`config.mk`:
```
export PLATFORM = sky130hd
export DESIGN_NAME = ngram_encoder_flat
export DESIGN_NICKNAME = d
export VERILOG_FILES = /design/src/logic/hdc_pkg.sv /design/src/logic/hv_stream_if.sv /design/src/logic/ngram_encoder.sv /design/src/flat_wrapper.sv
export SDC_FILE = /design/constraint.sdc
export NUM_CORES = 1
export LEC_CHECK = 0
export BUFFER_PORTS_ARGS = -buffer_cell sky130_fd_sc_hd__buf_2
export CAP_MARGIN = 25
export CORE_MARGIN = 1
export CORE_UTILIZATION = 40
export CTS_BUF_LIST = sky130_fd_sc_hd__clkbuf_4
export DETAILED_ROUTE_END_ITERATION = 10
export HOLD_SLACK_MARGIN = 0.1
export SLEW_MARGIN = 20
export SYNTH_ARGS = -nofsm -noshare
export SYNTH_HDL_FRONTEND = slang
export SYNTH_SLANG_ARGS = --single-unit
```
`constraint.sdc`:
```
create_clock -name clk -period 5.4 [get_ports clk]
set_clock_uncertainty 0.2 [all_clocks]
set_input_delay 0.81 -clock clk [delete_from_list [all_inputs] [get_ports clk]]
set_output_delay 0.81 -clock clk [all_outputs]
set_load 0.01 [all_outputs]
```
`src/logic/hdc_pkg.sv`:
```
package hdc_pkg;

    // default hypervector width in bits
    parameter int HV_WIDTH_DEF = 32;

    // default item address width, 2**10 = 1024 items in the item memory
    parameter int ADDR_WIDTH_DEF = 10;

    // default number of hypervector pairs buffered between fetch and encode
    parameter int FIFO_DEPTH_DEF = 4;

    // encoder FSM
    // ENC_ACCUM pops the FIFO and folds each entry into the accumulators
    // ENC_HOLD presents a finished window and waits for the host to take it
    typedef enum logic {
        ENC_ACCUM,
        ENC_HOLD
    } enc_state_t;

endpackage

```
`src/logic/hv_stream_if.sv`:
```
interface hv_stream_if #(
    parameter int HV_WIDTH = hdc_pkg::HV_WIDTH_DEF
);

    // strobes and levels
    logic push;
    logic pop;
    logic full;
    logic empty;

    // payload travels on nets because the FIFO reads it on the write bus
    // and drives it on the read bus through the same modport
    wire [HV_WIDTH-1:0] hv_a;
    wire [HV_WIDTH-1:0] hv_b;
    wire                last;

    modport writer (
        output push, hv_a, hv_b, last,
        input  full
    );

    modport store (
        input  push, pop,
        inout  hv_a, hv_b, last,
        output full, empty
    );

    modport reader (
        output pop,
        input  hv_a, hv_b, last, empty
    );

endinterface

```
`src/logic/ngram_encoder.sv`:
```
module ngram_encoder #(
    parameter int HV_WIDTH = hdc_pkg::HV_WIDTH_DEF
) (
    input  logic                clk,
    input  logic                reset,
    hv_stream_if.reader         in,
    input  logic                result_ack,
    output logic                result_valid,
    output logic [HV_WIDTH-1:0] result_a,
    output logic [HV_WIDTH-1:0] result_b
);

    import hdc_pkg::*;

    localparam int POS_W = $clog2(HV_WIDTH);

    enc_state_t          state;
    logic [POS_W-1:0]    pos;
    logic [HV_WIDTH-1:0] acc_a;
    logic [HV_WIDTH-1:0] acc_b;
    logic                take;
    logic                pos_wrap;

    // rotate right by n, a shift by the full width gives zero so n = 0 is plain v
    function automatic logic [HV_WIDTH-1:0] rotr(
        input logic [HV_WIDTH-1:0] v,
        input logic [POS_W-1:0]    n
    );
        return (v >> n) | (v << (HV_WIDTH - int'(n)));
    endfunction

    assign take     = (state == ENC_ACCUM) && !in.empty;
    assign pos_wrap = (pos == POS_W'(HV_WIDTH - 1));
    assign in.pop   = take;

    always_ff @(posedge clk) begin
        if (reset) begin
            state <= ENC_ACCUM;
            pos   <= '0;
            acc_a <= '0;
            acc_b <= '0;
        end else begin
            case (state)
                ENC_ACCUM: begin
                    if (take) begin
                        acc_a <= acc_a ^ rotr(in.hv_a, pos);
                        acc_b <= acc_b ^ rotr(in.hv_b, pos);
                        if (in.last || pos_wrap) begin
                            pos <= '0;
                        end else begin
                            pos <= pos + POS_W'(1);
                        end
                        // the final symbol of a window closes it at this edge
                        if (in.last) begin
                            state <= ENC_HOLD;
                        end
                    end
                end
                ENC_HOLD: begin
                    // nothing is popped while the host has not taken the result
                    if (result_ack) begin
                        state <= ENC_ACCUM;
                        acc_a <= '0;
                        acc_b <= '0;
                    end
                end
                default: begin
                    state <= ENC_ACCUM;
                end
            endcase
        end
    end

    assign result_valid = (state == ENC_HOLD);
    assign result_a     = acc_a;
    assign result_b     = acc_b;

    // an ack outside a held result would drop the window being accumulated
    ack_only_when_valid: assert property (
        @(posedge clk) disable iff (reset) result_ack |-> result_valid
    );

endmodule

```
`src/flat_wrapper.sv`:
```
// flat-port wrapper written by rule: the top's interface ports become plain ports
module ngram_encoder_flat import hdc_pkg::*;
#(
    parameter int HV_WIDTH = hdc_pkg::HV_WIDTH_DEF
)
  (clk, reset, result_ack, result_valid, result_a, result_b, in_pop, in_hv_a, in_hv_b, in_last, in_empty);
  hv_stream_if #(.HV_WIDTH(HV_WIDTH)) in_i ();
  input  logic clk;
  input  logic reset;
  input  logic result_ack;
  output logic result_valid;
  output logic [HV_WIDTH-1:0] result_a;
  output logic [HV_WIDTH-1:0] result_b;
  output wire logic [$bits(in_i.pop)-1:0] in_pop;
  input wire logic [$bits(in_i.hv_a)-1:0] in_hv_a;
  input wire logic [$bits(in_i.hv_b)-1:0] in_hv_b;
  input wire logic [$bits(in_i.last)-1:0] in_last;
  input wire logic [$bits(in_i.empty)-1:0] in_empty;
  assign in_pop = in_i.pop;
  assign in_i.hv_a = in_hv_a;
  assign in_i.hv_b = in_hv_b;
  assign in_i.last = in_last;
  assign in_i.empty = in_empty;
  ngram_encoder #(.HV_WIDTH(HV_WIDTH)) u_core (.clk(clk), .reset(reset), .in(in_i), .result_ack(result_ack), .result_valid(result_valid), .result_a(result_a), .result_b(result_b));
endmodule
```
After elaboration in Yosys (flattened, before gate mapping)
Cells that the tools add are included.
- register bits: 70
- bits in latches: 0
- bits in writable memories: 0
- ROM bits: 0
- input port bits: 69
- output and inout port bits: 66
- memories kept: 0
- add/sub/neg operators: 2
- $mul: 0
- div/mod/pow operators: 0
- magnitude comparators: 0
- equality and inequality tests: 3
- shift operators: 4
- mux-type cells: 10
- bitwise logic cells: 5
- reduce and logical (&&, ||, !) cells: 5
- operators with widths (cell ; count):
    $pmux W32 S2 ; 2
    $mux W32 ; 3
    $or A32 B32 Y32 ; 2
    $shl A32 B32 Y32 ; 2
    $shr A32 B5 Y32 ; 2
    $xor A32 B32 Y32 ; 2
    $sub A6 B5 Y7 const A ; 1
    $add A5 B1 Y5 const B ; 1
    $eq A5 B5 Y1 const B ; 1
    $mux W5 ; 1
    $ne A2 B2 Y1 const B ; 2
    $reduce_and A2 Y1 ; 2
    $mux W1 ; 3
    $pmux W1 S2 ; 1
    $logic_and A1 B1 Y1 ; 1
    $logic_not A1 Y1 ; 1
    $logic_or A1 B1 Y1 ; 1
    $not A1 Y1 ; 1

Depth between registers and ports, before layout
Gate-level depths: netlist (run 1).
- depth after elaboration: 6
- mapped depth: 17
- mapped depth without buffers: 9

Worst setup path before layout (run 1)
Ideal clock, no wire load.
- path type: register to register
- start: register u_core.pos[0]
- end: register u_core.acc_a[22] (netlist: u_core.result_a[22])
- library setup time: 0.072 ns
- data arrival time: 3.227 ns
- required time: 5.128 ns
- slack: 1.901 ns
- stages on the path, launching flop included: 16
- path buffers: 6
- period minus slack after synthesis: 3.499 ns
- cells stage by stage: dfxtp_1 buf_6 buf_8 inv_4 buf_4 buf_4 buf_4 ha_1 buf_4 mux2_2 a22oi_1 nor2_1 a21oi_1 o22ai_1 a221oi_1 mux2i_1
- longest elaborated chain between the ends: 6
- elaborated cells between the ends (all ways): 7
- classes of those cells: add/sub: 1; shift: 2; mux: 2; bitwise: 2
- ends and longest elaborated chain (what ; RTL line ; text):
    start, declared ; ngram_encoder.sv:18 ; logic [POS_W-1:0] pos;
    start signal, assigned ; ngram_encoder.sv:51 ; pos <= pos + POS_W'(1);
    $sub A6 B5 Y7 ; ngram_encoder.sv:29 ; return (v >> n) | (v << (HV_WIDTH - int'(n)));
    $shl A32 B32 Y32 ; ngram_encoder.sv:29 ;
    $or A32 B32 Y32 (*) ; ngram_encoder.sv:29 ;
    $xor A32 B32 Y32 (*) ; ngram_encoder.sv:46 ; acc_a <= acc_a ^ rotr(in.hv_a, pos);
    $mux W32 (*) ; ngram_encoder.sv:45 ; if (take) begin
    $pmux W32 S2 (*) ; ngram_encoder.sv:43 ; case (state)
    end signal, assigned ; ngram_encoder.sv:46 ;
    end, declared ; ngram_encoder.sv:19 ; logic [HV_WIDTH-1:0] acc_a;
Every way passes the cells marked *; elsewhere a longest branch is shown, timed or not. The select of a mux whose other input is x is not followed.
A chain may end at the register's enable or synchronous reset.

Worst setup path after layout (run 1)
- start: register u_core.pos[1]
- end: register u_core.acc_a[28] (netlist: u_core.result_a[28])
Same word-level chain as after synthesis.

==> impl_metrics.yaml, run 1 <==
placement:
  dpl.hpwl_mm: 37.42
  gp_congestion: 1.044
  place_worst_setup_slack_ns: 1.711
  io_buffer_count: 134
logic_synthesis:
  synthDistinctLibCells: 87
  yosys_most_used_dff: "dfxtp_1"
  postSynthCellCount: 1254
  netlist_area_um2: 10900
  synth_seq_area_share_pct: 12.86
  mappedNetlistNets: 1326
  async_sr_flop_fraction_pct: 0
  synth_area_per_inst_um2: 8.692
  postSynthRegisterBits: 70
  number_of_enable_flip_flop_cells_after_synthesis: 0
  yosys_warnings: 0
grt:
  grt_antenna_before_repair: 1
  grt_pass1_wl_mm: 74.82
  gr-usage-all-layers_pct: 36.32
  vias_in_the_first_global_route: 10930
  grt_overflow: 0
  grt_max_degree: 93
timing:
  fin_crit_sh_pct: 70.59
  timing_max_transition_violations_final: 0
  setup_tns_ns: 0
  slew_headroom_pct: 30.79
  layout_setup_ws_ns: 1.588
  finalHoldViolations: 0
  rsz0062_at_grt: "false"
  timing_worst_slew_pin_value_ns: 1.030
  setup_viol: 0
  finalCriticalPeriod_ns: 3.812
  max_clock_freq_mhz: 262.3
clock_tree:
  cts.hold.buffers_added: 0
  cts_clock_pin_slew_for_the_worst_setup_and_hold_paths_ns: 0.13
  cts_sinks: 70
  clock_tree.root_cell: "clkbuf_4"
  clk_lat_worst_skew_ns: 0.47
  cts_tree: "built"
  total_clock_buffers_created_by_cts: 9
  clock_tree.buffer_depth: 2
  setup_bufs_post_cts: 0
  postCtsResizedCells: 0
  cts.htree.levels: 3
drt:
  dr_total_vias: 11570
  drt-wirelength-per-cell_um: 30.62
  wirelength_mm: 50.73
  drt_pass1_iterations: 6
  ant_nets: 0
  drcViolationCount: 0
  post_drt_via_cell_ratio: 6.982
  drt_iter0_markers: 1341
power_and_ir_drop:
  vdd_drop_max_uv: 85.30
  design_power_total_uw: 2073
  powerDensity_nw_per_um2: 177.0
  cellLeakagePower_uw: 0.004610
job:
  drv.max_cap_violation_count: 0
critical_path:
  worst-r2r-setup-slack_ns: 1.59
  r2r-start: "u_core.pos[1]"
  worstPathCellList: "buf_4 -> nor2_4 -> a21boi_4 -> buf_4 -> mux2i_1 -> a21oi_1 -> a21boi_0 -> a211oi_1 -> mux2i_1"
  critical_path_buf_inv_count: 2
  rr_worst_depth: 9
  delay_contributed_by_the_slowest_stage_of_the_critical_path_ns: 0.65
  slowest_stage: "a21boi_4"
  critPathTopFamily: "compound AO/OA/AOI/OAI gates"
  worst-endpoint-arrival_ns: 4.01
  path_class: "flop to flop"
  start_kind: "flop"
  critical_path_maximum_fanout: 46
  capturing_element_type_of_the_critical_path: "flop"
  crit_required_ns: 5.59
  crit-reg2reg-capture: "u_core.result_a[28]"
floorplanning:
  effective_utilization_at_floorplan_pct: 40.55
  core_area_um2: 26880
  area_enclosed_by_the_die_boundary_um2: 27910
  ioPinCount: 135
  core.rowCount: 60
  die_w_um: 167.1
  chipHeight_um: 167.1
finish:
  n_fill_cell: 2714
  layout.cells.most_common: "mux2i_1"
  final_cell_mix: "183 x mux2i_1, 175 x nand2_1, 135 x buf_2, 90 x mux4_2, 78 x nor2_1"
  multi_input_area_um2: 8698
  post_layout_nets: 1382
  drive_gt1_share_pct: 29.35
  flow.area_growth_from_synthesis_pct: 7.427
  final-seq-area_um2: 1415
  fin_util_pct: 43.57
hold_path:
  min_path_cells: 1
  min_to: "u_core.result_a[31]"
  worstHoldStart: "u_core.result_a[31]"
  worst_hold_path_type: "flop to flop"
run_status:
  status: "finished clean"
==> Yosys cell counts (11+ instances only) <==
library cell  number  share of area, %
nand3_1           33               1.5
mux2i_1          183                17
nor2_1            78               2.7
clkbuf_1          46               1.6
o21ai_0           52               2.4
nor3_1            11              0.51
mux4_2            90                19
or2_2             40               2.3
o22ai_1           38               2.2
buf_2             29               1.3
a22oi_1           21               1.4
mux2_2            33               3.4
buf_4             34               2.3
a21oi_1           66               3.0
a31oi_1           16              0.92
o211ai_1          14              0.96
buf_6             13               1.3
nand2_1          175               6.0
dfxtp_1           70                13
==> worst register-to-register path, cell delays in order, from the launching register on <==
cell and delay, ns:
dfxtp_4 0.48, buf_4 0.57, nor2_4 0.22, a21boi_4 0.66, buf_4 0.29, mux2i_1 0.44
a21oi_1 0.13, a21boi_0 0.14, a211oi_1 0.36, mux2i_1 0.24
==> final cells by class <==
type | count | share of cell area, %
Timing Repair Buffer | 173 | 8.421
Multi-Input combinational cell | 1044 | 74.29
Antenna cell | 1 | 0.02137
Tap cell | 341 | 3.644
Inverter | 12 | 0.4061
Clock buffer | 9 | 0.5770
Clock inverter | 7 | 0.5557
Sequential cell | 70 | 12.09
==> state kept, by name, indices dropped and copies added, names as in the netlist <==
register and flops:
u_core.result_a 32, u_core.result_b 32, u_core.pos 5, u_core.result_valid 1
==> worst max path at each step <==
stage	start	to	slack (ns)	cells past startpoint
2_1_floorplan	u_core.pos[0]	u_core.result_a[22]	1.90	15
3_3_place_gp	u_core.pos[1]	u_core.result_a[28]	1.72	9
3_5_place_dp	u_core.pos[1]	u_core.result_a[28]	1.71	9
4_1_cts	u_core.pos[1]	u_core.result_a[28]	1.62	9
5_1_grt	u_core.pos[1]	u_core.result_a[28]	1.38	9
6_report	u_core.pos[1]	u_core.result_a[28]	1.59	9
==> where the power goes <==
| group | internal (µW) | switching, µW |
|---|---|---|
| logic | 421 | 678 |
| clock network | 138 | 224 |
| registers | 569 | 42.9 |
| total | 1130 | 945 |
==> cells by family (layout without fill, tap and decap cells) <==
logic type	after synthesis	in the layout	synth area share (%)
AND/OR/NAND/NOR	394	394	16.63
multiplexers	316	316	41.12
AO/OA/AOI/OAI	314	314	19.88
buffers and inverters	140	201	7.795
flip-flops	70	70	12.86
XOR/XNOR	17	17	1.366
adder cells (fa/ha/maj)	3	3	0.3444
other	0	1	0
==> routing by layer <==
metal  vias to the layer above  wire, µm  track usage [%]
li1                       4929         -                -
met1                      5669     19130            45.01
met2                       775     22810            58.03
met3                       197      4520            5.680
met4                         0      4270            25.08
met5                         -         0                0
==> stage by stage <==
step           hold slack [ns]  std cells  instance area, µm²
2_1_floorplan           0.2799       1254               10900
3_3_place_gp            0.2447       1638               11560
3_5_place_dp            0.2578       1639               11570
4_1_cts                 0.2754       1655               11700
5_1_grt                 0.3010       1657               11710
6_report                0.2692       1657               11710
(Power assumes the default switching activity.)
==> run 2: changes to the inputs <==
==> constraint.sdc (replaced) <==
create_clock -name clk -period 3.6 [get_ports clk]
set_clock_uncertainty 0.2 [all_clocks]
set_input_delay 0.54 -clock clk [delete_from_list [all_inputs] [get_ports clk]]
set_output_delay 0.54 -clock clk [all_outputs]
set_load 0.01 [all_outputs]
==> run 2 against run 1 <==
Sequential cell count unchanged. First-iteration DRC count down 0.89%. Worst hold slack worse by 0.10 ns. Largest cell class unchanged. Highest routed layer is now met5.
==> impl_metrics.yaml, run 2 (synthesis gave the netlist of run 1 again) <==
run_status:
  status: "finished clean"
hold_path:
  min_path_cells: 3
  worstHoldStart: "in_last"
  worst_hold_path_type: "primary input to flop"
critical_path:
  r2r-start: "u_core.pos[0]"
  worst-endpoint-arrival_ns: 3.59
  start_kind: "flop"
  critical_path_maximum_fanout: 35
  worst-r2r-setup-slack_ns: 0.17
  start_point_of_the_critical_path: "u_core.pos[0]"
  rr_worst_depth: 8
  path_class: "flop to flop"
  capturing_element_type_of_the_critical_path: "flop"
  crit_required_ns: 3.75
power_and_ir_drop:
  power.clock.fraction_pct: 19.5
  power_share_of_the_combinational_group_pct: 52.0
  vdd_drop_max_uv: 138.3
  powerDensity_nw_per_um2: 268.3
  power_switching_share_pct: 44.24
  seq_power_share_pct: 28.5
  internal_power_uw: 1803
  cellLeakagePower_uw: 0.004809
  total_switching_power_uw: 1430
drt:
  ant_nets: 0
  drt-wirelength-per-cell_um: 30.36
  drt_iter0_markers: 1329
  post_drt_via_cell_ratio: 6.907
  drt_pass1_iterations: 7
  dr_total_vias: 11680
  wirelength_mm: 51.34
  drcViolationCount: 0
clock_tree:
  postCtsResizedCells: 0
  clock_tree.root_cell: "clkbuf_4"
  clock_tree.buffer_depth: 2
  cts.hold.buffers_added: 0
  setup_bufs_post_cts: 0
  cts_clock_pin_slew_for_the_worst_setup_and_hold_paths_ns: 0.15
  cts_sinks: 70
  cts.htree.levels: 3
  total_clock_buffers_created_by_cts: 9
  cts_tree: "built"
  clk_lat_worst_skew_ns: 0.48
job:
  drv.max_cap_violation_count: 0
floorplanning:
  die_w_um: 167.1
  ioPinCount: 135
  core_area_um2: 26880
  chipHeight_um: 167.1
  core.rowCount: 60
  area_enclosed_by_the_die_boundary_um2: 27910
  effective_utilization_at_floorplan_pct: 40.55
grt:
  grt_antenna_before_repair: 2
  grt_pass1_wl_mm: 75.13
  grt_max_degree: 56
  vias_in_the_first_global_route: 11090
  grt_overflow: 0
  gr-usage-all-layers_pct: 36.65
placement:
  place_worst_setup_slack_ns: 0.2904
  dpl.hpwl_mm: 38.27
  io_buffer_count: 134
  gp_congestion: 1.071
  placedCellCount: 1674
timing:
  finalCriticalPeriod_ns: 3.434
  fin_crit_sh_pct: 95.38
  slew_headroom_pct: 32.97
  finalHoldViolations: 0
  timing_worst_slew_pin_value_ns: 0.9969
  timing_max_transition_violations_final: 0
  setup_viol: 0
  setup_tns_ns: 0
  rsz0062_at_grt: "false"
  layout_setup_ws_ns: 0.1663
  max_clock_freq_mhz: 291.2
finish:
  layout.cells.most_common: "mux2i_1"
  n_fill_cell: 2766
  post_layout_nets: 1416
  final-instance-count-excl-fill: 1691
  final_cell_mix: "182 x mux2i_1, 175 x nand2_1, 134 x buf_2, 90 x mux4_2, 78 x nor2_1"
  drive_gt1_share_pct: 31.36
  flow.area_growth_from_synthesis_pct: 10.57
run 2: metrics by stage:
stage | util [%] | cell area [µm²] | hold WS, ns | total power [µW]
after floorplan | - | 10900 | 0.2799 | 1958
after global placement | 44.21 | 11880 | 0.2502 | 2566
after detailed placement | 44.21 | 11880 | 0.2454 | 2566
after CTS | 44.82 | 12050 | 0.1671 | 3195
after global routing | 44.84 | 12050 | 0.1709 | 3367
final | 44.84 | 12050 | 0.1677 | 3233
run 2: power by group through the flow:
stage	Combinational (µW)	Clock, µW	Sequential [µW]
after floorplan	999	0	959
after global placement	1630	0	935
after detailed placement	1630	0	938
after CTS	1630	641	921
after global routing	1760	676	932
final	1680	630	921
run 2: final timing paths:
path,end
worst min-delay path,u_core.result_valid
worst max register to register,u_core.result_a[10]
worst min register to register,u_core.result_a[31]
worst max-delay path,u_core.result_a[10]
run 2: cell type report:
cell class                      instances  area [µm²]  share of cell area (%)
Multi-Input combinational cell       1044        8702                   72.21
Sequential cell                        70        1415                   11.74
Timing Repair Buffer                  207        1294                   10.74
Tap cell                              341       426.7                   3.540
Clock inverter                          7       96.34                  0.7994
Clock buffer                            9       67.56                  0.5606
Inverter                               12       47.55                  0.3945
Antenna cell                            1       2.502                 0.02076
run 2: worst max-delay path, stage by stage, from the launching register on:
cell	delay [ns]
dfxtp_4	0.51
buf_4	0.49
buf_4	0.35
mux4_2	0.60
mux2i_1	0.24
o22ai_1	0.13
o31ai_1	0.53
xor2_1	0.18
nor2_1	0.05
run 2: per-layer routing:
metal / share of wire, % / track usage, % / vias up
li1: - / - / 4992
met1: 37 / 44.34 / 5727
met3: 8.5 / 5.608 / 190
met5: 0.039 / 0 / -
met2: 47 / 60.61 / 769
met4: 7.4 / 23.91 / 2
